==> src/vec_pkg.sv <==
`default_nettype none

package vec_pkg;

    // register geometry
    localparam int VLEN       = 64;
    localparam int ELEM_W     = 16;
    localparam int NUM_LANES  = VLEN / ELEM_W;
    localparam int NUM_VEC    = 32;
    localparam int REG_ADDR_W = 5;
    localparam int INSN_W     = 32;

    // major opcodes
    localparam logic [6:0] OPC_LOAD  = 7'h07;
    localparam logic [6:0] OPC_STORE = 7'h27;
    localparam logic [6:0] OPC_VALU  = 7'h57;

    // minor codes, funct3 field
    localparam logic [2:0] MNR_VV = 3'h0;
    localparam logic [2:0] MNR_VI = 3'h3;

    // funct6 codes
    localparam logic [5:0] F6_ADD = 6'h00;
    localparam logic [5:0] F6_SUB = 6'h02;
    localparam logic [5:0] F6_AND = 6'h09;
    localparam logic [5:0] F6_OR  = 6'h0A;
    localparam logic [5:0] F6_XOR = 6'h0B;

    typedef enum logic [2:0] {
        ALU_ADD,
        ALU_SUB,
        ALU_AND,
        ALU_OR,
        ALU_XOR
    } alu_op_t;

    typedef enum logic [1:0] {
        KIND_NONE,
        KIND_ALU,
        KIND_LOAD,
        KIND_STORE
    } insn_kind_t;

    // vd doubles as vs3 for stores
    typedef struct packed {
        insn_kind_t              kind;
        alu_op_t                 alu_op;
        logic                    use_imm;
        logic [REG_ADDR_W-1:0]   vd;
        logic [REG_ADDR_W-1:0]   vs1;
        logic [REG_ADDR_W-1:0]   vs2;
        logic [4:0]              imm5;
    } decoded_t;

    // src_a is vs1 data, src_b is vs2 data
    typedef struct packed {
        alu_op_t                 alu_op;
        logic                    use_imm;
        logic [4:0]              imm5;
        logic [REG_ADDR_W-1:0]   vd;
        logic [VLEN-1:0]         src_a;
        logic [VLEN-1:0]         src_b;
    } alu_req_t;

    typedef struct packed {
        logic                    valid;
        logic [REG_ADDR_W-1:0]   addr;
        logic [VLEN-1:0]         data;
    } wb_req_t;

endpackage

`default_nettype wire

==> src/insn_decode.sv <==
`default_nettype none

module insn_decode (
    input  logic [vec_pkg::INSN_W-1:0] insn,
    output vec_pkg::decoded_t          dec
);
    import vec_pkg::*;

    logic [6:0] opc;
    logic [2:0] mnr;
    logic [5:0] funct6;
    logic [1:0] mop;

    // rvv field positions
    assign opc    = insn[6:0];
    assign mnr    = insn[14:12];
    assign mop    = insn[27:26];
    assign funct6 = insn[31:26];

    always_comb begin
        dec.kind    = KIND_NONE;
        dec.alu_op  = ALU_ADD;
        dec.use_imm = (mnr == MNR_VI);
        dec.vd      = insn[11:7];
        dec.vs1     = insn[19:15];
        dec.vs2     = insn[24:20];
        // imm5 sits in the vs1 slot
        dec.imm5    = insn[19:15];

        case (opc)
            // unit stride only
            OPC_LOAD:  if (mop == 2'b00) dec.kind = KIND_LOAD;
            OPC_STORE: if (mop == 2'b00) dec.kind = KIND_STORE;
            OPC_VALU: begin
                if (mnr == MNR_VV || mnr == MNR_VI) begin
                    dec.kind = KIND_ALU;
                    case (funct6)
                        F6_ADD: dec.alu_op = ALU_ADD;
                        F6_SUB: begin
                            dec.alu_op = ALU_SUB;
                            // no vsub.vi in the spec
                            if (mnr != MNR_VV) dec.kind = KIND_NONE;
                        end
                        F6_AND: dec.alu_op = ALU_AND;
                        F6_OR:  dec.alu_op = ALU_OR;
                        F6_XOR: dec.alu_op = ALU_XOR;
                        default: dec.kind = KIND_NONE;
                    endcase
                end
            end
            default: dec.kind = KIND_NONE;
        endcase
    end

endmodule

`default_nettype wire

==> config.mk <==
export PLATFORM = sky130hd
export DESIGN_NAME = insn_decode
export DESIGN_NICKNAME = d
export VERILOG_FILES = /design/src/vec_pkg.sv /design/src/insn_decode.sv
export SDC_FILE = /design/constraint.sdc
export NUM_CORES = 1
export LEC_CHECK = 0
export ABC_AREA = 0
export BUFFER_PORTS_ARGS = -buffer_cell sky130_fd_sc_hd__buf_4
export CAP_MARGIN = 40
export CORE_AREA = 3 3 40 42
export DETAILED_ROUTE_END_ITERATION = 10
export DIE_AREA = 0 0 43 45
export PLACE_DENSITY = 0.73
export SLEW_MARGIN = 20
export SYNTH_ARGS = -nofsm -noshare
export SYNTH_HDL_FRONTEND = slang
export SYNTH_SLANG_ARGS = --single-unit
==> constraint.sdc <==
create_clock -name vclk -period 1.61
set_input_delay 0.0805 -clock vclk [all_inputs]
set_output_delay 0.0805 -clock vclk [all_outputs]
set_load 0.005 [all_outputs]
* After elaboration in Yosys (flattened, before gate mapping)
Index checks and enable logic that the tools add are counted.
Widths: inputs -> output; s select.
** Storage, ports and cells
- Output and inout bits :: 26
- Input bits :: 32
- Bits in registers :: 0
- Word-level logic and storage cells :: 22
** Operators by class
- Reduce and logical (&&, ||, !) cells :: 6
- Equality and inequality tests :: 8
- Muxes and demuxes :: 8
** Operator list (number)
- $eq 6x4->1 const B :: 3
- $pmux 3 s4 :: 1
- $eq 7x3->1 const B :: 1
- $eq 7x6->1 const B :: 1
- $eq 7x7->1 const B :: 1
- $eq 6x2->1 const B :: 1
- $logic_not 6->1 :: 1
- $pmux 2 s3 :: 1
- $mux 5 :: 1
- $mux 2 :: 2
- $reduce_or 4->1 :: 1
- $eq 3x2->1 const B :: 1
- $logic_not 3->1 :: 1
- $mux 3 :: 1
- $reduce_bool 3->1 :: 1
- $logic_not 2->1 :: 1
- $pmux 1 s2 :: 1
- $logic_or 1x1->1 :: 1
- $mux 1 :: 1

* Longest topological paths before layout
- Depth after elaboration :: 5
- Gate-level depth with buffers :: 3
- Mapped depth without buffers :: 3

* Worst setup path after synthesis
Ideal clock, no wire load.
- Path type :: input -> output
- Start point :: input port insn[31] (netlist bit)
- End point :: output port dec[22] (netlist bit)
- Stages :: 3
- Arrival :: 0.708 ns
- Required time :: 1.529 ns
- Path buffers :: 0
- Setup slack :: 0.821 ns
- Cell sequence :: nor4b_4 -> nand4_2 -> nor3_1
** RTL lines
- start, declared :: line insn_decode.sv:4 : input logic [vec_pkg::INSN_W-1:0] insn,
- end, declared :: line insn_decode.sv:5 : output vec_pkg::decoded_t dec

==> impl_metrics.csv <==
group,metric,value,unit
critical_path,crit_type,"in2out",
synth,synth_top_area_frac,0.488,
critical_path,start_kind,"input port",
timing,fin_crit_sh,0.676,
synth,syn_area,308,um^2
finish,seq_cells,0,
detailed_routing,drc_errors,0,
grt,grt_usage,0.0680,
floorplanning,design.core.area,1280,um^2
synth,synth_top_family_by_area,"buffers and inverters",
place,routabilityCongestion,0.615,
finish,layout_commonest_cell,"buf_4",
grt,grt_max_degree,8,
finish,final_area,342,um^2
synth,syn-num-nets,72,
power_and_ir_drop,p_seq_frac,0,
place,portBuffers,22,
clock_network,cts_hold_buffers,0,
grt,use_met1,0.0905,
place,place_inst,57,
synth,yosys.area.top_type,"buf_4",
synth,synth_xor_area_frac,0.0569,
floorplanning,die-area,1940,um^2
synth,netlist_top_cells_area,"buf_4, nor4b_4, xnor2_1",
power_and_ir_drop,power.density,169,nW/um^2
critical_path,worstSetupEndpointType,"output port",
grt,busiest_layer,"met2",
detailed_routing,drtIter0Drc,4,
synth,synthMuxAreaShare,0,
clock_network,post_cts_buffers,0,
timing,rsz0062_at_grt,"false",
timing,hold_violations,0,
timing,relSlewSlack,0.808,
synth,synth.distinct_cells,17,
floorplanning,die_h,45,um
power_and_ir_drop,combinationalPowerShare,1.000,
synth,synth.avg_cell_area,7.69,um^2
critical_path,cp.arrival,1010,ps
outcome,status,"complete, no violations",
run,drv_cap,0,
timing,fmax,0.919,GHz
finish,antenna_cells,0,
synth,synthesis.instances,40,
grt,met2_usage,0.117,
finish,fin_nets,76,
grt,grt_antenna_before_repair,0,
power_and_ir_drop,p_switching,0.0210,mW
detailed_routing,viasPerCell,4.46,
floorplanning,std_cell_rows,13,
finish,fin_cells,57,
grt,grt_overflow_total,0,
synth,synth-seq-area-share,0,
grt,grt_first_pass_wirelength,1090,um
timing,finalCriticalPeriod,1090,ps
timing,fin_ws,521,ps
power_and_ir_drop,p_leak,0.161,nW
timing,setup_viol,0,
synth,yosys_warnings,0,
worst_hold_path,hold-path-cell-count,0,
detailed_routing,routedWlPerCell,10.2,um
place,placed_cell_area,342,um^2
critical_path,path_max_fanout,4,
place,dp_slack,518,ps
finish,syn2layout_area_growth,11.0,%
detailed_routing,routed_wl,580,um
power_and_ir_drop,clkPwrFrac,0,
detailed_routing,vias,254,
power_and_ir_drop,p_sw_frac,0.363,
worst_hold_path,min_from,"insn[8]",
worst_hold_path,holdPathEnd,"dec[16]",
floorplanning,dieWidth,43,um
clock_network,ctsResizeCount,0,
timing,final.setup.tns,0,ps
power_and_ir_drop,p_int,0.0369,mW
timing,worstMarginPinSlew,285,ps
finish,drive_gt1_frac,0.595,
synth,synth_compound_area_frac,0.0691,
detailed_routing,first_pass_iters,2,
detailed_routing,antenna_left,0,
synth,yosys.area_share.simple,0.374,
floorplanning,pin_count,58,
finish,n_clock_buffer,0,
power_and_ir_drop,worst_ir_drop_vdd,0.0613,mV
floorplanning,initial_core_util,0.240,
grt,grt_util_met3,0.0199,
finish,regArea,0,um^2
timing,drv_slew,0,
worst_hold_path,hold_class,"in2out",
finish,final_cell_mix,"buf_4, nand2_1, xnor2_1, nor3_1, nor4_1",
grt,grt_pass1_vias,280,
critical_path,critPathRequiredTime,1530,ps
synth,synth_adder_area_share,0,
[worst max-delay path, stage by stage]
cell	delay [ps]
buf_4	120
nor4b_4	270
nand4_2	180
nor3_1	220
buf_4	140
[power groups by stage]
stage | Clock, mW | Combinational [mW] | Sequential, mW
CTS | 0 | 0.0586 | 0
global route | 0 | 0.0651 | 0
floorplan | 0 | 0.0566 | 0
detailed placement | 0 | 0.0584 | 0
finish | 0 | 0.0579 | 0
global placement | 0 | 0.0575 | 0
[metrics by stage]
step	hold slack [ps]	power, mW	util
6_report	161	0.0579	0.266
4_1_cts	161	0.0586	0.266
5_1_grt	161	0.0651	0.266
3_3_place_gp	161	0.0575	0.266
3_5_place_dp	161	0.0584	0.266
2_1_floorplan	185	0.0566	-
[layer usage]
layer	share of wire	vias to the layer above	wire length, um
met2	0.38	24	219
met5	0	-	0
met3	0.21	0	120
met1	0.42	107	241
met4	0	0	0
li1	-	123	-
[cell usage after synthesis]
cell / n
nor3b_1: 1
nor3b_2: 1
inv_1: 1
or3b_1: 1
and4b_1: 1
o2bb2ai_1: 1
buf_4: 20
nor2_1: 1
o21ai_1: 1
and2_1: 1
nor3_1: 2
nand2_1: 2
xnor2_1: 2
nand4_2: 1
nor4_1: 2
nor4b_4: 1
o21bai_1: 1
[cells by family (layout without fill, tap and decap cells)]
logic type	count (synthesis)	count (layout)
AO/OA/AOI/OAI	3	3
XOR/XNOR	2	2
AND/OR/NAND/NOR	14	14
buffers and inverters	21	23
[worst max path at each step]
stage             start  endpoint  slack (ps)  cells after the start
4_1_cts        insn[31]   dec[23]         510                      5
3_3_place_gp   insn[31]   dec[22]         530                      5
6_report       insn[31]   dec[23]         520                      5
2_1_floorplan  insn[31]   dec[22]         820                      3
5_1_grt        insn[31]   dec[23]         390                      5
3_5_place_dp   insn[31]   dec[23]         520                      5
[area by class of cell]
| cell class | count | area, um^2 |
|---|---|---|
| fillers | 137 | 943 |
| inverters | 1 | 3.75 |
| multi-input cells | 19 | 154 |
| well taps | 15 | 18.8 |
| repair buffers | 22 | 165 |
Note: power is estimated with default switching activity, not from simulation.
