### src/vec_pkg.sv
`default_nettype none

package vec_pkg;

    // register geometry
    localparam int VLEN       = 64;
    localparam int ELEM_W     = 16;
    localparam int NUM_LANES  = VLEN / ELEM_W;
    localparam int NUM_VEC    = 32;
    localparam int REG_ADDR_W = 5;
    localparam int INSN_W     = 32;

    // major opcodes
    localparam logic [6:0] OPC_LOAD  = 7'h07;
    localparam logic [6:0] OPC_STORE = 7'h27;
    localparam logic [6:0] OPC_VALU  = 7'h57;

    // minor codes, funct3 field
    localparam logic [2:0] MNR_VV = 3'h0;
    localparam logic [2:0] MNR_VI = 3'h3;

    // funct6 codes
    localparam logic [5:0] F6_ADD = 6'h00;
    localparam logic [5:0] F6_SUB = 6'h02;
    localparam logic [5:0] F6_AND = 6'h09;
    localparam logic [5:0] F6_OR  = 6'h0A;
    localparam logic [5:0] F6_XOR = 6'h0B;

    typedef enum logic [2:0] {
        ALU_ADD,
        ALU_SUB,
        ALU_AND,
        ALU_OR,
        ALU_XOR
    } alu_op_t;

    typedef enum logic [1:0] {
        KIND_NONE,
        KIND_ALU,
        KIND_LOAD,
        KIND_STORE
    } insn_kind_t;

    // vd doubles as vs3 for stores
    typedef struct packed {
        insn_kind_t              kind;
        alu_op_t                 alu_op;
        logic                    use_imm;
        logic [REG_ADDR_W-1:0]   vd;
        logic [REG_ADDR_W-1:0]   vs1;
        logic [REG_ADDR_W-1:0]   vs2;
        logic [4:0]              imm5;
    } decoded_t;

    // src_a is vs1 data, src_b is vs2 data
    typedef struct packed {
        alu_op_t                 alu_op;
        logic                    use_imm;
        logic [4:0]              imm5;
        logic [REG_ADDR_W-1:0]   vd;
        logic [VLEN-1:0]         src_a;
        logic [VLEN-1:0]         src_b;
    } alu_req_t;

    typedef struct packed {
        logic                    valid;
        logic [REG_ADDR_W-1:0]   addr;
        logic [VLEN-1:0]         data;
    } wb_req_t;

endpackage

`default_nettype wire

### src/wb_merge.sv
`default_nettype none

module wb_merge (
    input  logic             clk,
    input  logic             rst_n,
    input  vec_pkg::wb_req_t alu_res,
    input  vec_pkg::wb_req_t ld_res,
    output vec_pkg::wb_req_t wb,
    output logic             hold_full
);
    import vec_pkg::*;

    wb_req_t hold_buf;

    assign hold_full = hold_buf.valid;

    // alu first, then parked load, then fresh load
    always_ff @(posedge clk) begin
        if (!rst_n) begin
            wb.valid       <= 1'b0;
            hold_buf.valid <= 1'b0;
        end else if (alu_res.valid) begin
            wb <= alu_res;
            // collision, park the load
            if (ld_res.valid) begin
                hold_buf <= ld_res;
            end
        end else if (hold_buf.valid) begin
            wb             <= hold_buf;
            hold_buf.valid <= 1'b0;
        end else begin
            wb <= ld_res;
        end
    end

    // mem_pipe drops ready while the buffer is occupied
    a_no_load_on_full: assert property (@(posedge clk) disable iff (!rst_n)
        ld_res.valid |-> !hold_buf.valid);

endmodule

`default_nettype wire

### config.mk
export PLATFORM = sky130hd
export DESIGN_NAME = wb_merge
export DESIGN_NICKNAME = d
export VERILOG_FILES = /design/src/vec_pkg.sv /design/src/wb_merge.sv
export SDC_FILE = /design/constraint.sdc
export NUM_CORES = 1
export LEC_CHECK = 0
export BUFFER_PORTS_ARGS = -buffer_cell sky130_fd_sc_hd__buf_2
export CORE_MARGIN = 8
export CORE_UTILIZATION = 45
export CTS_CLUSTER_DIAMETER = 150
export CTS_CLUSTER_SIZE = 14
export DETAILED_ROUTE_END_ITERATION = 8
export GPL_TIMING_DRIVEN = 1
export PLACE_DENSITY = 0.79
export SLEW_MARGIN = 20
export SYNTH_ARGS = -nofsm -noshare
export SYNTH_HDL_FRONTEND = slang
export SYNTH_SLANG_ARGS = --single-unit
### constraint.sdc
create_clock -name clk -period 2.4 [get_ports clk]
set_input_delay 0.12 -clock clk [delete_from_list [all_inputs] [get_ports clk]]
set_output_delay 0.12 -clock clk [all_outputs]
set_load 0.005 [all_outputs]
* Yosys cells after proc, flatten, opt, wreduce, memory -nomap -nowiden *
Cells that the tools add are included.

storage, ports and cells
  flip-flop bits (word level) = 140
  input port bits = 142
  output and inout port bits = 71
  word-level logic and storage cells = 10

operators by class
  multiplexer cells = 2
  reduce and logical (&&, ||, !) cells = 2

operator list
  kind                 number
  70-bit two-way mux   2
  3-bit AND reduction  1
  2-bit AND reduction  1

* Logic depth before layout (Yosys ltp) *
  word-level depth = 2
  mapped depth = 4
  gate-level depth less buffers = 2

* Least setup slack after synthesis *
Ideal clock, no wire load.

  path kind = input port to flip-flop
  start point = in alu_res[69] (netlist name)
  end point = reg hold_buf[0] (netlist name) (enable)
  setup time = 435 ps
  arrival = 1961 ps
  required time = 1965 ps
  slack = 4 ps
  cell stages on the path = 2
  path buffers = 1
  cell sequence = buf_2 > and3_1

between the ends
  cells in the longest elaborated chain, start to end = 1

ends and longest elaborated chain
  what                           RTL line        RTL
  start: declaration             wb_merge.sv:6   input vec_pkg::wb_req_t alu_res,
  3-bit AND reduction (no line)  n/a
  end signal: assignment         wb_merge.sv:26  hold_buf <= ld_res;
  end: declaration               wb_merge.sv:13  wb_req_t hold_buf;

Every way passes these cells.
A chain may end at the register's enable or synchronous reset.

* Worst setup path after layout *
  start point = reg hold_buf (netlist bit hold_full)
  end point = reg wb[22] (netlist name) (data pin)

between the ends
  cells in the longest elaborated chain, start to end = 2

ends and longest elaborated chain
  what                    RTL line        RTL
  70-bit two-way mux      wb_merge.sv:28  end else if (hold_buf.valid) begin
  70-bit two-way mux      wb_merge.sv:22  end else if (alu_res.valid) begin
  end signal: assignment  wb_merge.sv:23  wb <= alu_res;
  end signal: assignment  wb_merge.sv:29  wb <= hold_buf;
  end signal: assignment  wb_merge.sv:32  wb <= ld_res;
  end: declaration        wb_merge.sv:8   output vec_pkg::wb_req_t wb,

Every way passes these cells.

==> results_tabular.tex <==
\begin{tabular}{lr}
\hline
Metric & Value \\
\hline
\multicolumn{2}{l}{\textbf{Status}} \\
\quad Status & finished, final reports clean \\
\multicolumn{2}{l}{\textbf{STA}} \\
\quad Worst-Margin Slew & 947 ps \\
\quad Final critical path time including I/O delays and setup & 1760 ps \\
\quad Maximum clock rate & 569 MHz \\
\quad Unrepaired setup endpoints after global routing & no \\
\quad \# setup viols final & 0 \\
\quad Final hold violation count & 0 \\
\quad Period utilization & 0.733 \\
\quad Max-slew violation total from the final report & 0 \\
\quad Worst slew margin relative to its limit & 0.369 \\
\quad Setup skew after layout & 7.58 ps \\
\quad Final WS setup & 642 ps \\
\quad Final total negative setup slack & 0 ps \\
\multicolumn{2}{l}{\textbf{Logic synthesis}} \\
\quad Area fraction of the dominant cell type after synthesis & 0.718 \\
\quad Cell variety after synth & 15 \\
\quad Average footprint of a synthesized cell & 15.5 um\^{}2 \\
\quad Netlist area before placement & 5770 um\^{}2 \\
\quad Synthesis-stage register bit count & 140 \\
\quad Yosys warning total & 0 \\
\quad Number of nets in the synthesized netlist & 515 \\
\quad Most area-hungry cell type in the Yosys netlist & sky130\_fd\_sc\_hd\_\_edfxtp\_1 \\
\quad Post-Syn Instances & 373 \\
\quad Top cells by area, synth & sky130\_fd\_sc\_hd\_\_edfxtp\_1, sky130\_fd\_sc\_hd\_\_mux2i\_1, sky130\_fd\_sc\_hd\_\_o21ai\_1 \\
\quad Sequential-to-total area share from yosys stat & 0.725 \\
\multicolumn{2}{l}{\textbf{Cells and area}} \\
\quad Commonest non-fill, non-tap cell in the layout & sky130\_fd\_sc\_hd\_\_buf\_2 \\
\quad \# fillers & 819 \\
\quad Most used cells in the layout excluding fill and tap cells & sky130\_fd\_sc\_hd\_\_buf\_2, sky130\_fd\_sc\_hd\_\_edfxtp\_1, sky130\_fd\_sc\_hd\_\_dlygate4sd3\_1 \\
\quad Final \#Nets & 844 \\
\quad Layout area overhead & 51.4\% \\
\quad Share of final-layout standard cells stronger than drive strength 1 & 0.362 \\
\multicolumn{2}{l}{\textbf{Power}} \\
\quad Comb power frac & 0.100 \\
\quad PD cells & 753 nW/um\^{}2 \\
\quad Switching power total & 1.31 mW \\
\quad Internal cell power & 5.27 mW \\
\quad Reported leakage power & 3.50 nW \\
\quad VDD IR max & 0.000441 V \\
\quad Sequential share of power & 0.443 \\
\quad Net switching fraction of the power & 0.199 \\
\quad Part of the power in the clock network & 0.457 \\
\multicolumn{2}{l}{\textbf{CTS}} \\
\quad CTS H-tree lvls & 4 \\
\quad Number of CTS-inserted buffers & 17 \\
\quad CTS sink cnt & 140 \\
\quad Clock Tree Root & sky130\_fd\_sc\_hd\_\_clkbuf\_16 \\
\quad Post-cts repair resize count & 0 \\
\quad CTS tree & built \\
\quad Buffer depth of the longest clock path & 2 \\
\quad Skew-Pair Late Insertion Delay & 410 ps \\
\quad Post-CTS Setup Repair Bufs & 0 \\
\quad Clock slew at reported path FFs & 60 ps \\
\multicolumn{2}{l}{\textbf{Worst setup path}} \\
\quad Req. time, crit path & 2530 ps \\
\quad Setup Crit Path Kind & reg -> reg \\
\quad Worst Path Max Fanout & 37 \\
\quad WP data arrival & 1890 ps \\
\quad Number of cells traversed by the worst register-to-register path & 3 \\
\quad Critical path endpoint category & flip-flop \\
\quad Critical path startpoint category & flip-flop \\
\multicolumn{2}{l}{\textbf{GRT}} \\
\quad Overall global routing resource usage & 0.183 \\
\quad Number of antenna violations at the first check in global routing & 2 \\
\quad Number of global-route vias before repair & 4709 \\
\quad GR Overflow Total & 0 \\
\quad Maximum number of pins on one net before global-route repair & 85 \\
\quad Global-route wire length before repair & 23.3 mm \\
\multicolumn{2}{l}{\textbf{Routing}} \\
\quad Final routed wirelength across all metal layers & 15.3 mm \\
\quad Post-DRT Antenna Nets & 0 \\
\quad Vias per inst & 4.86 \\
\quad Number of violations reported at the end of detailed-routing iteration 0 & 292 \\
\quad Drc violations & 0 \\
\quad Via count & 4321 \\
\quad Average detailed-routed wire length per instance & 17.2 um \\
\quad First-pass iteration count of the detailed router & 5 \\
\multicolumn{2}{l}{\textbf{Hold path}} \\
\quad Worst hold stages & 3 \\
\quad Min-Delay Path Class & in -> reg \\
\multicolumn{2}{l}{\textbf{Job}} \\
\quad Max capacitance violation total & 0 \\
\multicolumn{2}{l}{\textbf{Placed design}} \\
\quad IO buf count & 212 \\
\quad Detailed-placement wirelength estimate & 9.44 mm \\
\quad Pre-CTS worst setup slack & 641 ps \\
\quad Weighted congestion reported at the end of routability-driven placement & 0.770 \\
\multicolumn{2}{l}{\textbf{Floorplanning}} \\
\quad Initial Util & 0.459 \\
\quad Die area & 16700 um\^{}2 \\
\quad Die height & 129 um \\
\quad Floorplan row count & 41 \\
\quad Die boundary width & 129 um \\
\quad Core Region & 12600 um\^{}2 \\
\quad Top-Level Pins & 213 \\
\hline
\end{tabular}
==> critical path: stages, from the launching register on <==
cell	delay [ps]
sky130_fd_sc_hd__dfxtp_4	760
sky130_fd_sc_hd__buf_4	370
sky130_fd_sc_hd__mux2i_1	230
sky130_fd_sc_hd__o21ai_1	90
==> final timing paths <==
check / from / to / slack (ps)
setup / recovery: hold_full / wb[22] / 640
hold / removal: alu_res[50] / wb[50] / 9
setup reg to reg: hold_full / wb[22] / 640
hold reg to reg: hold_buf[31] / wb[31] / 590
==> metal layers <==
metal	track usage	routed length [um]	share of wire
met5	0	0	0
met4	0.0919	336	0.022
met3	0.0624	1310	0.085
met2	0.324	8000	0.52
met1	0.189	5700	0.37
==> area by class of cell <==
class | count | area [um^2] | share of cell area
repair buffers | 333 | 2290 | 0.262
multi-input cells | 210 | 1360 | 0.156
diodes | 3 | 7.51 | 0.000859
well taps | 172 | 215 | 0.0246
clock inverters | 14 | 246 | 0.0282
flip-flops and latches | 140 | 4190 | 0.479
clock buffers | 18 | 429 | 0.0491
==> cells by family (layout without fill, tap and decap cells) <==
family | count (synthesis) | in the layout | share of synthesized area
compound gates | 71 | 71 | 0.0696
buf+inv | 23 | 365 | 0.0397
flops | 140 | 140 | 0.725
mux | 69 | 69 | 0.120
other cells | 0 | 3 | 0
simple gates | 70 | 70 | 0.0460
==> flip-flops by register name, summed over array words and instances (netlist names) <==
signal and flops:
hold_buf 69, hold_full 1, wb 70
==> cell usage after synthesis <==
| cell type | count |
|---|---|
| sky130_fd_sc_hd__edfxtp_1 | 138 |
| sky130_fd_sc_hd__mux2i_1 | 69 |
| sky130_fd_sc_hd__nand2_1 | 69 |
| sky130_fd_sc_hd__o21ai_1 | 58 |
| sky130_fd_sc_hd__o21ai_2 | 10 |
| sky130_fd_sc_hd__buf_2 | 8 |
| sky130_fd_sc_hd__buf_12 | 7 |
| sky130_fd_sc_hd__clkbuf_1 | 4 |
| sky130_fd_sc_hd__buf_4 | 3 |
| sky130_fd_sc_hd__dfxtp_1 | 2 |
| sky130_fd_sc_hd__and3_1 | 1 |
| sky130_fd_sc_hd__buf_6 | 1 |
| sky130_fd_sc_hd__o211a_1 | 1 |
| sky130_fd_sc_hd__o21ai_0 | 1 |
| sky130_fd_sc_hd__o31a_1 | 1 |
==> metrics by stage <==
| step | hold WS, ps | instance area [um^2] | total power, mW | cells | utilization |
|---|---|---|---|---|---|
| floorplan | 219 | 5770 | 3.19 | 373 | - |
| global placement | 313 | 6900 | 3.45 | 740 | 0.549 |
| detailed placement | 313 | 6900 | 3.47 | 740 | 0.549 |
| CTS | 1.47 | 8730 | 6.61 | 887 | 0.694 |
| global route | 10.6 | 8740 | 6.78 | 890 | 0.695 |
| finish | 9.45 | 8740 | 6.58 | 890 | 0.695 |
==> timing repair <==
action,4_1_cts,5_1_grt
setup endpoints to repair,0,0
hold buffers,115,0
hold endpoints to repair,116,0
==> power groups by stage <==
stage	Clock, mW	Combinational (mW)	Sequential, mW
after floorplan	0	0.232	2.96
after global placement	0	0.488	2.96
after detailed placement	0	0.503	2.96
after CTS	3.04	0.653	2.92
after global routing	3.14	0.717	2.93
final	3.00	0.657	2.92
(Power assumes the default switching activity.)
