==> config.mk <==
export PLATFORM = sky130hd
export DESIGN_NAME = hazard_scoreboard
export DESIGN_NICKNAME = d
export VERILOG_FILES = /design/src/vec_pkg.sv /design/src/hazard_scoreboard.sv
export SDC_FILE = /design/constraint.sdc
export NUM_CORES = 1
export LEC_CHECK = 0
export BUFFER_PORTS_ARGS = -buffer_cell sky130_fd_sc_hd__buf_4
export CAP_MARGIN = 0
export CORE_MARGIN = 3
export CORE_UTILIZATION = 48
export DETAILED_ROUTE_END_ITERATION = 10
export PLACE_DENSITY = 0.83
export SYNTH_ARGS = -nofsm -noshare
export SYNTH_HDL_FRONTEND = slang
export SYNTH_SLANG_ARGS = --single-unit
==> constraint.sdc <==
create_clock -name clk -period 2.3 [get_ports clk]
set_clock_uncertainty 0.1 [all_clocks]
set_input_delay 0 -clock clk [delete_from_list [all_inputs] [get_ports clk]]
set_output_delay 0 -clock clk [all_outputs]
set_load 0.05 [all_outputs]
==> src/vec_pkg.sv <==
`default_nettype none

package vec_pkg;

    // register geometry
    localparam int VLEN       = 64;
    localparam int ELEM_W     = 16;
    localparam int NUM_LANES  = VLEN / ELEM_W;
    localparam int NUM_VEC    = 32;
    localparam int REG_ADDR_W = 5;
    localparam int INSN_W     = 32;

    // major opcodes
    localparam logic [6:0] OPC_LOAD  = 7'h07;
    localparam logic [6:0] OPC_STORE = 7'h27;
    localparam logic [6:0] OPC_VALU  = 7'h57;

    // minor codes, funct3 field
    localparam logic [2:0] MNR_VV = 3'h0;
    localparam logic [2:0] MNR_VI = 3'h3;

    // funct6 codes
    localparam logic [5:0] F6_ADD = 6'h00;
    localparam logic [5:0] F6_SUB = 6'h02;
    localparam logic [5:0] F6_AND = 6'h09;
    localparam logic [5:0] F6_OR  = 6'h0A;
    localparam logic [5:0] F6_XOR = 6'h0B;

    typedef enum logic [2:0] {
        ALU_ADD,
        ALU_SUB,
        ALU_AND,
        ALU_OR,
        ALU_XOR
    } alu_op_t;

    typedef enum logic [1:0] {
        KIND_NONE,
        KIND_ALU,
        KIND_LOAD,
        KIND_STORE
    } insn_kind_t;

    // vd doubles as vs3 for stores
    typedef struct packed {
        insn_kind_t              kind;
        alu_op_t                 alu_op;
        logic                    use_imm;
        logic [REG_ADDR_W-1:0]   vd;
        logic [REG_ADDR_W-1:0]   vs1;
        logic [REG_ADDR_W-1:0]   vs2;
        logic [4:0]              imm5;
    } decoded_t;

    // src_a is vs1 data, src_b is vs2 data
    typedef struct packed {
        alu_op_t                 alu_op;
        logic                    use_imm;
        logic [4:0]              imm5;
        logic [REG_ADDR_W-1:0]   vd;
        logic [VLEN-1:0]         src_a;
        logic [VLEN-1:0]         src_b;
    } alu_req_t;

    typedef struct packed {
        logic                    valid;
        logic [REG_ADDR_W-1:0]   addr;
        logic [VLEN-1:0]         data;
    } wb_req_t;

endpackage

`default_nettype wire

==> src/hazard_scoreboard.sv <==
`default_nettype none

module hazard_scoreboard (
    input  logic              clk,
    input  logic              rst_n,
    input  vec_pkg::decoded_t dec,
    input  logic              issue,
    input  vec_pkg::wb_req_t  wb,
    input  logic              mem_busy,
    output logic              stall
);
    import vec_pkg::*;

    logic [NUM_VEC-1:0] pending;
    logic [NUM_VEC-1:0] set_mask;
    logic [NUM_VEC-1:0] clr_mask;
    logic               use_vs1;
    logic               use_vs2;
    logic               use_vs3;
    logic               writes_vd;
    logic               is_mem;

    // operand usage per kind
    assign use_vs1   = (dec.kind == KIND_ALU) && !dec.use_imm;
    assign use_vs2   = (dec.kind == KIND_ALU);
    assign use_vs3   = (dec.kind == KIND_STORE);
    assign writes_vd = (dec.kind == KIND_ALU) || (dec.kind == KIND_LOAD);
    assign is_mem    = (dec.kind == KIND_LOAD) || (dec.kind == KIND_STORE);

    // raw on sources, waw on dest, single memory slot
    assign stall = (use_vs1 && pending[dec.vs1])
                 || (use_vs2 && pending[dec.vs2])
                 || (use_vs3 && pending[dec.vd])
                 || (writes_vd && pending[dec.vd])
                 || (is_mem && mem_busy);

    assign set_mask = (issue && writes_vd) ? (NUM_VEC'(1) << dec.vd) : '0;
    assign clr_mask = wb.valid ? (NUM_VEC'(1) << wb.addr) : '0;

    always_ff @(posedge clk) begin
        if (!rst_n) begin
            pending <= '0;
        end else begin
            pending <= (pending & ~clr_mask) | set_mask;
        end
    end

    // every writeback must belong to an issued instruction
    a_wb_was_pending: assert property (@(posedge clk) disable iff (!rst_n)
        wb.valid |-> pending[wb.addr]);

endmodule

`default_nettype wire

# Word level (Yosys, flattened, before mapping)
# Index checks and enable logic that the tools add are counted.
# totals
register_bits,32
in_bits,100
out_inout_bits,1
wordCells,34
# op_classes
order_cmp,3
eq_ne,3
shifts,2
muxes,8
n_bitwise,3
reduce_logical,14
# op_table
op,n
32-bit two-way mux,2
"1-bit by 5-bit left shift with 32-bit output, first input constant",2
32-bit bitwise AND,1
32-bit NOT,1
32-bit bitwise OR,1
"5-bit by 6-bit < comparator with 1-bit output, second input constant",3
1-bit binary-select mux with 5-bit select,3
1-bit logical AND,7
1-bit logical OR,6
"2-bit equality test, second input constant",2
1-bit two-way mux,3
"2-bit by 1-bit equality test with 1-bit output, second input constant",1
1-bit zero test,1

# Logic depth before layout (Yosys ltp)
# Gate-level depths: netlist (run 1).
# depth
ltp_word,7
mapped_depth,7
ltp_nobuf,7

# Worst setup path before layout (run 1)
# OpenSTA, ideal clock, no wires.
# synth_timing
path_type,register to output
from,reg pending[27]
to,out stall
arrival_ns,1.990
t_required_ns,2.200
setup_slack_ns,0.210
stages_incl_launch_ff,6
n_path_buf,0
path_cell_list,dfxtp_1 mux4_1 mux4_2 o211a_1 o21ai_1 nand4_1
# synth_via
elab_chain_len,7
elab_cells_between_ends,14
cone_classes,mux: 6; reduce/logical: 8
# synth_lines
item,line,source
from (decl),hazard_scoreboard.sv:14,logic [NUM_VEC-1:0] pending;
from (signal assigned),hazard_scoreboard.sv:44,pending <= (pending & ~clr_mask) | set_mask;
1-bit binary-select mux with 5-bit select (on tied branches),"hazard_scoreboard.sv:31, hazard_scoreboard.sv:32",
1-bit two-way mux (on tied branches),"hazard_scoreboard.sv:31, hazard_scoreboard.sv:32",
1-bit logical AND (on tied branches),"hazard_scoreboard.sv:31, hazard_scoreboard.sv:32",
1-bit logical OR,hazard_scoreboard.sv:32,|| (use_vs2 && pending[dec.vs2])
1-bit logical OR,hazard_scoreboard.sv:33,|| (use_vs3 && pending[dec.vd])
1-bit logical OR (*),hazard_scoreboard.sv:34,|| (writes_vd && pending[dec.vd])
1-bit logical OR (*),hazard_scoreboard.sv:35,|| (is_mem && mem_busy);
to (decl),hazard_scoreboard.sv:10,output logic stall
# Mark *: on every way between the ends. The rest lies on a longest branch, timed or not. The select of a mux whose other input is x is not followed.

# Worst setup path after layout (run 1)
# layout_timing
from,reg pending[22]
to,out stall
# The elaborated chain is that of the path after synthesis.

==> results.tsv, run 1 <==
stage	metric	value	unit
status	status	complete, no violations	
layout	Final Net Count	366	
detailed_routing	WL/cell	18.9	um
yosys	post-synthesis cell type count	34	
floorplan	Die ar.	0.00563	mm^2
setup_path	CP Launch Type	register	
timing	RSZ-0062 raised after global routing	yes	
layout	biggest registers after layout	pending: 32 flops	
timing	Final WS setup	0.0361	ns
clock_network	Root Driver	clkbuf_8	
grt	GR Overflow Total	0	
placement	GPL Wtd Cong	0.875	
clock_network	number of clock sinks	32	
layout	Top reg by flops	pending	
yosys	Synth top area share	28.0	%
setup_path	Top delay family on crit path	multiplexers	
setup_path	Crit path buffers/inverters	1	
yosys	area of the mapped netlist	0.00229	mm^2
setup_path	CP Cell Sequence	mux4_2 -> mux4_2 -> o211a_1 -> o21ai_1 -> nand4_1 -> buf_6	
power_and_ir_drop	Sw Ratio	23.8	%
setup_path	slowest stage delay, CP	0.48	ns
detailed_routing	via count	2036	
detailed_routing	drc violations	0	
clock_network	H-tree levels	2	
worst_hold_path	Hold WC Path Type	primary input to register	
placement	dpl ws	0.291	ns
setup_path	crit path DAT	2.16	ns
yosys	Post-synth EDFFs	0	
power_and_ir_drop	P_leak	0.965	nW
clock_network	CTS clk-pin slew, worst paths	0.07	ns
grt	Total Routing Usage GR	24.1	%
timing	Setup TNS Final	0	ns
detailed_routing	DRT antenna net count	0	
setup_path	cell with the largest stage delay on the worst path	mux4_2	
setup_path	worst r2r path cells	2	
layout	Finished Layout Cells	316	
timing	Hold Vio Cnt, Final	0	
flow_run	# Max-Cap Violations	0	
yosys	area leader, netlist	dfxtp_1	
floorplan	Die W	75.0	um
floorplan	Core Box Area	0.00447	mm^2
placement	DP HPWL	4.47	mm
yosys	Post-Synthesis Cells	238	
yosys	Synth area leaders	dfxtp_1, mux4_2, a21boi_0	
power_and_ir_drop	pwr dens	508	mW/mm^2
timing	Rel. slew slack	72.7	%
power_and_ir_drop	sequential fraction of design power	41.7	%
worst_hold_path	Hold Path Origin	wb[67]	
yosys	Most used DFF post-synth	dfxtp_1	
setup_path	most frequent cell on the critical path	mux4_2	
worst_hold_path	Worst Hold Path Cells	3	
grt	first-pass GRT wire length	9.96	mm
timing	Final setup viols	0	
clock_network	clock buffer count from CTS	5	
layout	P&R area growth vs syn	16.4	%
floorplan	# rows	24	
yosys	Seq cells post-synth	32	
setup_path	Worst EP required	2.20	ns
power_and_ir_drop	clock share of power	43.7	%
detailed_routing	Via density	6.44	
floorplan	Starting Density	51.1	%
grt	initial antenna violation count	0	
setup_path	Worst Setup End Kind	primary output	
timing	Worst Tran Pin Value	0.406	ns
detailed_routing	Post-Route WL	5.97	mm
yosys	Mapped Nets	341	
detailed_routing	DRT Pass-1 Iters	5	
yosys	Async S/R FF share, synth	0	%
power_and_ir_drop	Int Power	1.03	mW
setup_path	Worst Setup SP	pending[22]	
yosys	Avg Cell Area, Syn	9.60	um^2
layout	share of layout cells above drive strength 1	27.3	%
layout	Design Area, Final	0.00266	mm^2
yosys	sequential fraction of the synthesis area	28.0	%
clock_network	worst-skew pair later-pin latency	0.29	ns
floorplan	Die Y	75.0	um
detailed_routing	initial DRC count	229	
setup_path	Crit path depth	6	
timing	fin. max-slew vios	0	
grt	vias in the first global route	2020	
placement	placed instance area	0.00253	mm^2
placement	I/O Buffers	28	
setup_path	WS Path Type	register to primary output	
power_and_ir_drop	combinational power share	14.7	%
yosys	Syn. warnings	0	
power_and_ir_drop	Worst VDD drop	0.000378	V
clock_network	CTS tree	yes	
placement	# placed instances	307	
timing	Period minus WS final	2.26	ns
clock_network	CTS Buffer Depth	2	
setup_path	worst r2r src	pending[6]	
timing	Final Cycle Share	98.4	%
timing	f_max	442	MHz
setup_path	critical path peak fanout	4	
power_and_ir_drop	P_sw	0.322	mW
floorplan	# IOs	101	
grt	largest net degree at the start of global routing	33	
layout	antenna fix cells	0	
layout	max reg flops	32	
==> power by group through the flow <==
stage / clock network [mW] / registers [mW] / logic, mW
6_report: 0.591 / 0.564 / 0.198
5_1_grt: 0.625 / 0.564 / 0.216
4_1_cts: 0.598 / 0.563 / 0.197
3_5_place_dp: 0 / 0.576 / 0.194
3_3_place_gp: 0 / 0.575 / 0.191
2_1_floorplan: 0 / 0.573 / 0.113
==> what timing repair did <==
item / 4_1_cts / 5_1_grt
resized for setup: 5 / 6
buffers inserted: 0 / 0
hold buffers: 1 / 0
cloned: 0 / 0
setup endpoints to repair: 1 / 1
hold endpoints to repair: 12 / 0
==> placed cells by master (no fill, tap or decap), types with 2 or more instances in the layout <==
| master | count |
|---|---|
| buf_4 | 31 |
| a22oi_1 | 2 |
| nor2b_1 | 2 |
| ha_1 | 3 |
| nand3b_1 | 3 |
| mux4_1 | 4 |
| nor2_1 | 9 |
| clkbuf_8 | 7 |
| nor3_1 | 3 |
| dfxtp_2 | 6 |
| o31ai_1 | 6 |
| or2_2 | 3 |
| o21ai_0 | 27 |
| nand3_1 | 2 |
| nand2_1 | 38 |
| a21boi_0 | 32 |
| mux2i_1 | 8 |
| nand2b_1 | 9 |
| dfxtp_1 | 26 |
| mux4_2 | 21 |
| inv_1 | 6 |
==> metrics by stage <==
stage | util (%) | hold slack, ns | total power, mW
2_1_floorplan | - | 0.0538 | 0.687
3_3_place_gp | 56.5 | 0.304 | 0.766
3_5_place_dp | 56.5 | 0.308 | 0.769
4_1_cts | 59.5 | 0.0186 | 1.36
5_1_grt | 59.5 | 0.0423 | 1.40
6_report | 59.5 | 0.0351 | 1.35
==> logic make-up after synthesis <==
group	count (synthesis)	share of synthesized area, %
buffers and inverters	21	3.78
AND/OR/NAND/NOR	74	15.2
adder cells (fa/ha/maj)	3	1.64
multiplexers	34	29.9
flip-flops	32	28.0
AO/OA/AOI/OAI	74	21.4
==> cell type report <==
class,instances,area [um^2]
Clock buffer,7,96.3
Tap cell,52,65.1
Clock inverter,1,30.0
Inverter,6,22.5
Sequential cell,32,648
Multi-Input combinational cell,185,1540
Fill cell,396,1810
Timing Repair Buffer,33,254
==> per-layer routing <==
metal | vias up | GRT usage [%] | share of wire, %
met1 | 965 | 32.2 | 41
met3 | 18 | 5.07 | 10
li1 | 938 | - | -
met2 | 115 | 37.5 | 46
met4 | 0 | 10.9 | 3.1
met5 | - | 0 | 0
==> synth_stat cells (6+ instances only) <==
cell / number
inv_1: 6
nand2b_1: 9
nor2_1: 9
mux4_2: 17
a21boi_0: 32
mux2i_1: 8
clkbuf_1: 13
nand2_1: 38
dfxtp_1: 32
mux4_1: 8
o31ai_1: 6
o21ai_0: 27
==> worst paths after layout <==
kind / slack, ns / to
max: 0.04 / stall
min: 0.04 / pending[2]
max reg2reg: 1.41 / pending[6]
min reg2reg: 0.41 / pending[30]
==> worst min-delay path, cell delays in order <==
cell      delay, ns
buf_4          0.15
o31ai_1        0.08
a21boi_0       0.14
(Power assumes the default switching activity.)
==> inputs of run 2 (changes only) <==
Settings changed: PLACE_DENSITY 0.83 to unset, PLACE_DENSITY_LB_ADDON set to 0.05.
==> run 2 against run 1 <==
Effect of this change:
- hold slack got worse by 0.021 ns
- setup slack got worse by 0.0030 ns
- non-clock buffer count increased by 3
- core utilization decreased by 0.78 points
- clock power decreased by 35%
- critical path type unchanged
- highest routed layer unchanged
==> results.tsv, run 2 (synthesis results as in run 1) <==
stage	metric	value	unit
floorplan	Die W	75.0	um
power_and_ir_drop	pwr dens	437	mW/mm^2
detailed_routing	via count	2018	
clock_network	worst-skew pair later-pin latency	0.27	ns
clock_network	H-tree levels	2	
setup_path	Worst Setup End Kind	primary output	
timing	final hold slack	0.0141	ns
grt	largest net degree at the start of global routing	33	
clock_network	clock buffer count from CTS	5	
detailed_routing	initial DRC count	179	
setup_path	CP Launch Type	register	
detailed_routing	Post-Route WL	6.41	mm
grt	GR Overflow Total	0	
timing	Final setup viols	0	
timing	Worst Tran Pin Value	0.472	ns
grt	Total Routing Usage GR	25.0	%
layout	max reg flops	32	
setup_path	most frequent cell on the critical path	mux4_2	
clock_network	Root Driver	clkbuf_8	
grt	vias in the first global route	1932	
setup_path	crit path DAT	2.17	ns
clock_network	setup bufs post-CTS	0	
setup_path	CP Cell Sequence	mux4_2 -> mux4_2 -> o211a_1 -> o21ai_2 -> nand4_1 -> buf_6	
setup_path	Top delay family on crit path	multiplexers	
timing	f_max	441	MHz
power_and_ir_drop	Worst VDD drop	0.000325	V
floorplan	# rows	24	
layout	share of layout cells above drive strength 1	27.7	%
setup_path	slowest stage delay, CP	0.48	ns
detailed_routing	DRT Pass-1 Iters	4	
floorplan	Die Y	75.0	um
timing	Period minus WS final	2.27	ns
layout	most frequent cells in the layout	nand2_1, buf_4, a21boi_0	
power_and_ir_drop	Tot Pwr	1.15	mW
setup_path	critical path peak fanout	4	
clock_network	CTS Buffer Depth	2	
floorplan	Die ar.	0.00563	mm^2
floorplan	Core Box Area	0.00447	mm^2
layout	commonest non-fill, non-tap cell in the layout	nand2_1	
timing	Hold Vio Cnt, Final	0	
timing	Rel. slew slack	68.3	%
detailed_routing	Via density	6.39	
flow_run	# Max-Cap Violations	0	
floorplan	# IOs	101	
worst_hold_path	Hold WC Path Type	primary input to register	
clock_network	hold_buf cts	0	
timing	Final Cycle Share	98.6	%
layout	antenna fix cells	0	
clock_network	CTS clk-pin slew, worst paths	0.06	ns
clock_network	number of clock sinks	32	
power_and_ir_drop	P_leak	0.953	nW
layout	Design Area, Final	0.00263	mm^2
layout	final core occ	58.7	%
timing	fin. max-slew vios	0	
timing	RSZ-0062 raised after global routing	yes	
grt	initial antenna violation count	0	
layout	P&R area growth vs syn	14.8	%
layout	Top reg by flops	pending	
detailed_routing	WL/cell	20.3	um
setup_path	Worst EP required	2.20	ns
detailed_routing	DRT antenna net count	0	
layout	biggest registers after layout	pending: 32 flops	
layout	Final Net Count	369	
setup_path	WS Path Type	register to primary output	
setup_path	Crit path buffers/inverters	1	
placement	DP HPWL	4.93	mm
grt	first-pass GRT wire length	10.2	mm
detailed_routing	drc violations	0	
status	status	complete, no violations	
placement	placed instance area	0.00256	mm^2
floorplan	Starting Density	51.1	%
setup_path	cell with the largest stage delay on the worst path	mux4_2	
placement	I/O Buffers	28	
clock_network	CTS tree	yes	
placement	GPL Wtd Cong	0.819	
run 2: power by group:
part | leakage [nW] | internal (mW) | switching, mW
sequential | 0.260 | 0.559 | 0.00480
clock | 0.0359 | 0.195 | 0.188
combinational | 0.657 | 0.0905 | 0.111
total | 0.953 | 0.844 | 0.303
run 2: metrics by stage:
step | setup WS, ns | TNS (ns) | std cells
finish | 0.0331 | 0 | 316
global route | -0.0267 | -0.0267 | 316
CTS | 0.00194 | 0 | 316
detailed placement | 0.268 | 0 | 311
global placement | 0.274 | 0 | 311
floorplan | 0.210 | 0 | 238
run 2: cell type report:
class                      instances  area, um^2
inverter                           6        22.5
clock buffer                       5        68.8
multi-input combinational        185        1550
tap                               52        65.1
timing repair buffer              36         274
sequential                        32         647
fill                             388        1850
run 2: path summary, 6_finish.rpt:
check,slack (ns),endpoint,cells past startpoint,from
max,0.03,stall,6,pending[22]
min,0.01,pending[30],2,rst_n
min reg2reg,0.40,pending[30],2,pending[30]
max reg2reg,1.39,pending[26],3,pending[26]
run 2: metal layers:
metal | wire length (um) | up-vias | GRT usage, %
li1 | - | 944 | -
met1 | 2770 | 964 | 34.7
met3 | 534 | 13 | 4.41
met5 | 0 | - | 0
met4 | 110 | 0 | 7.71
met2 | 3000 | 97 | 40.2
run 2: timing repair:
item,in CTS,in global routing
resized for setup,6,5
endpoints found under the setup margin,1,1
pin swaps,0,2
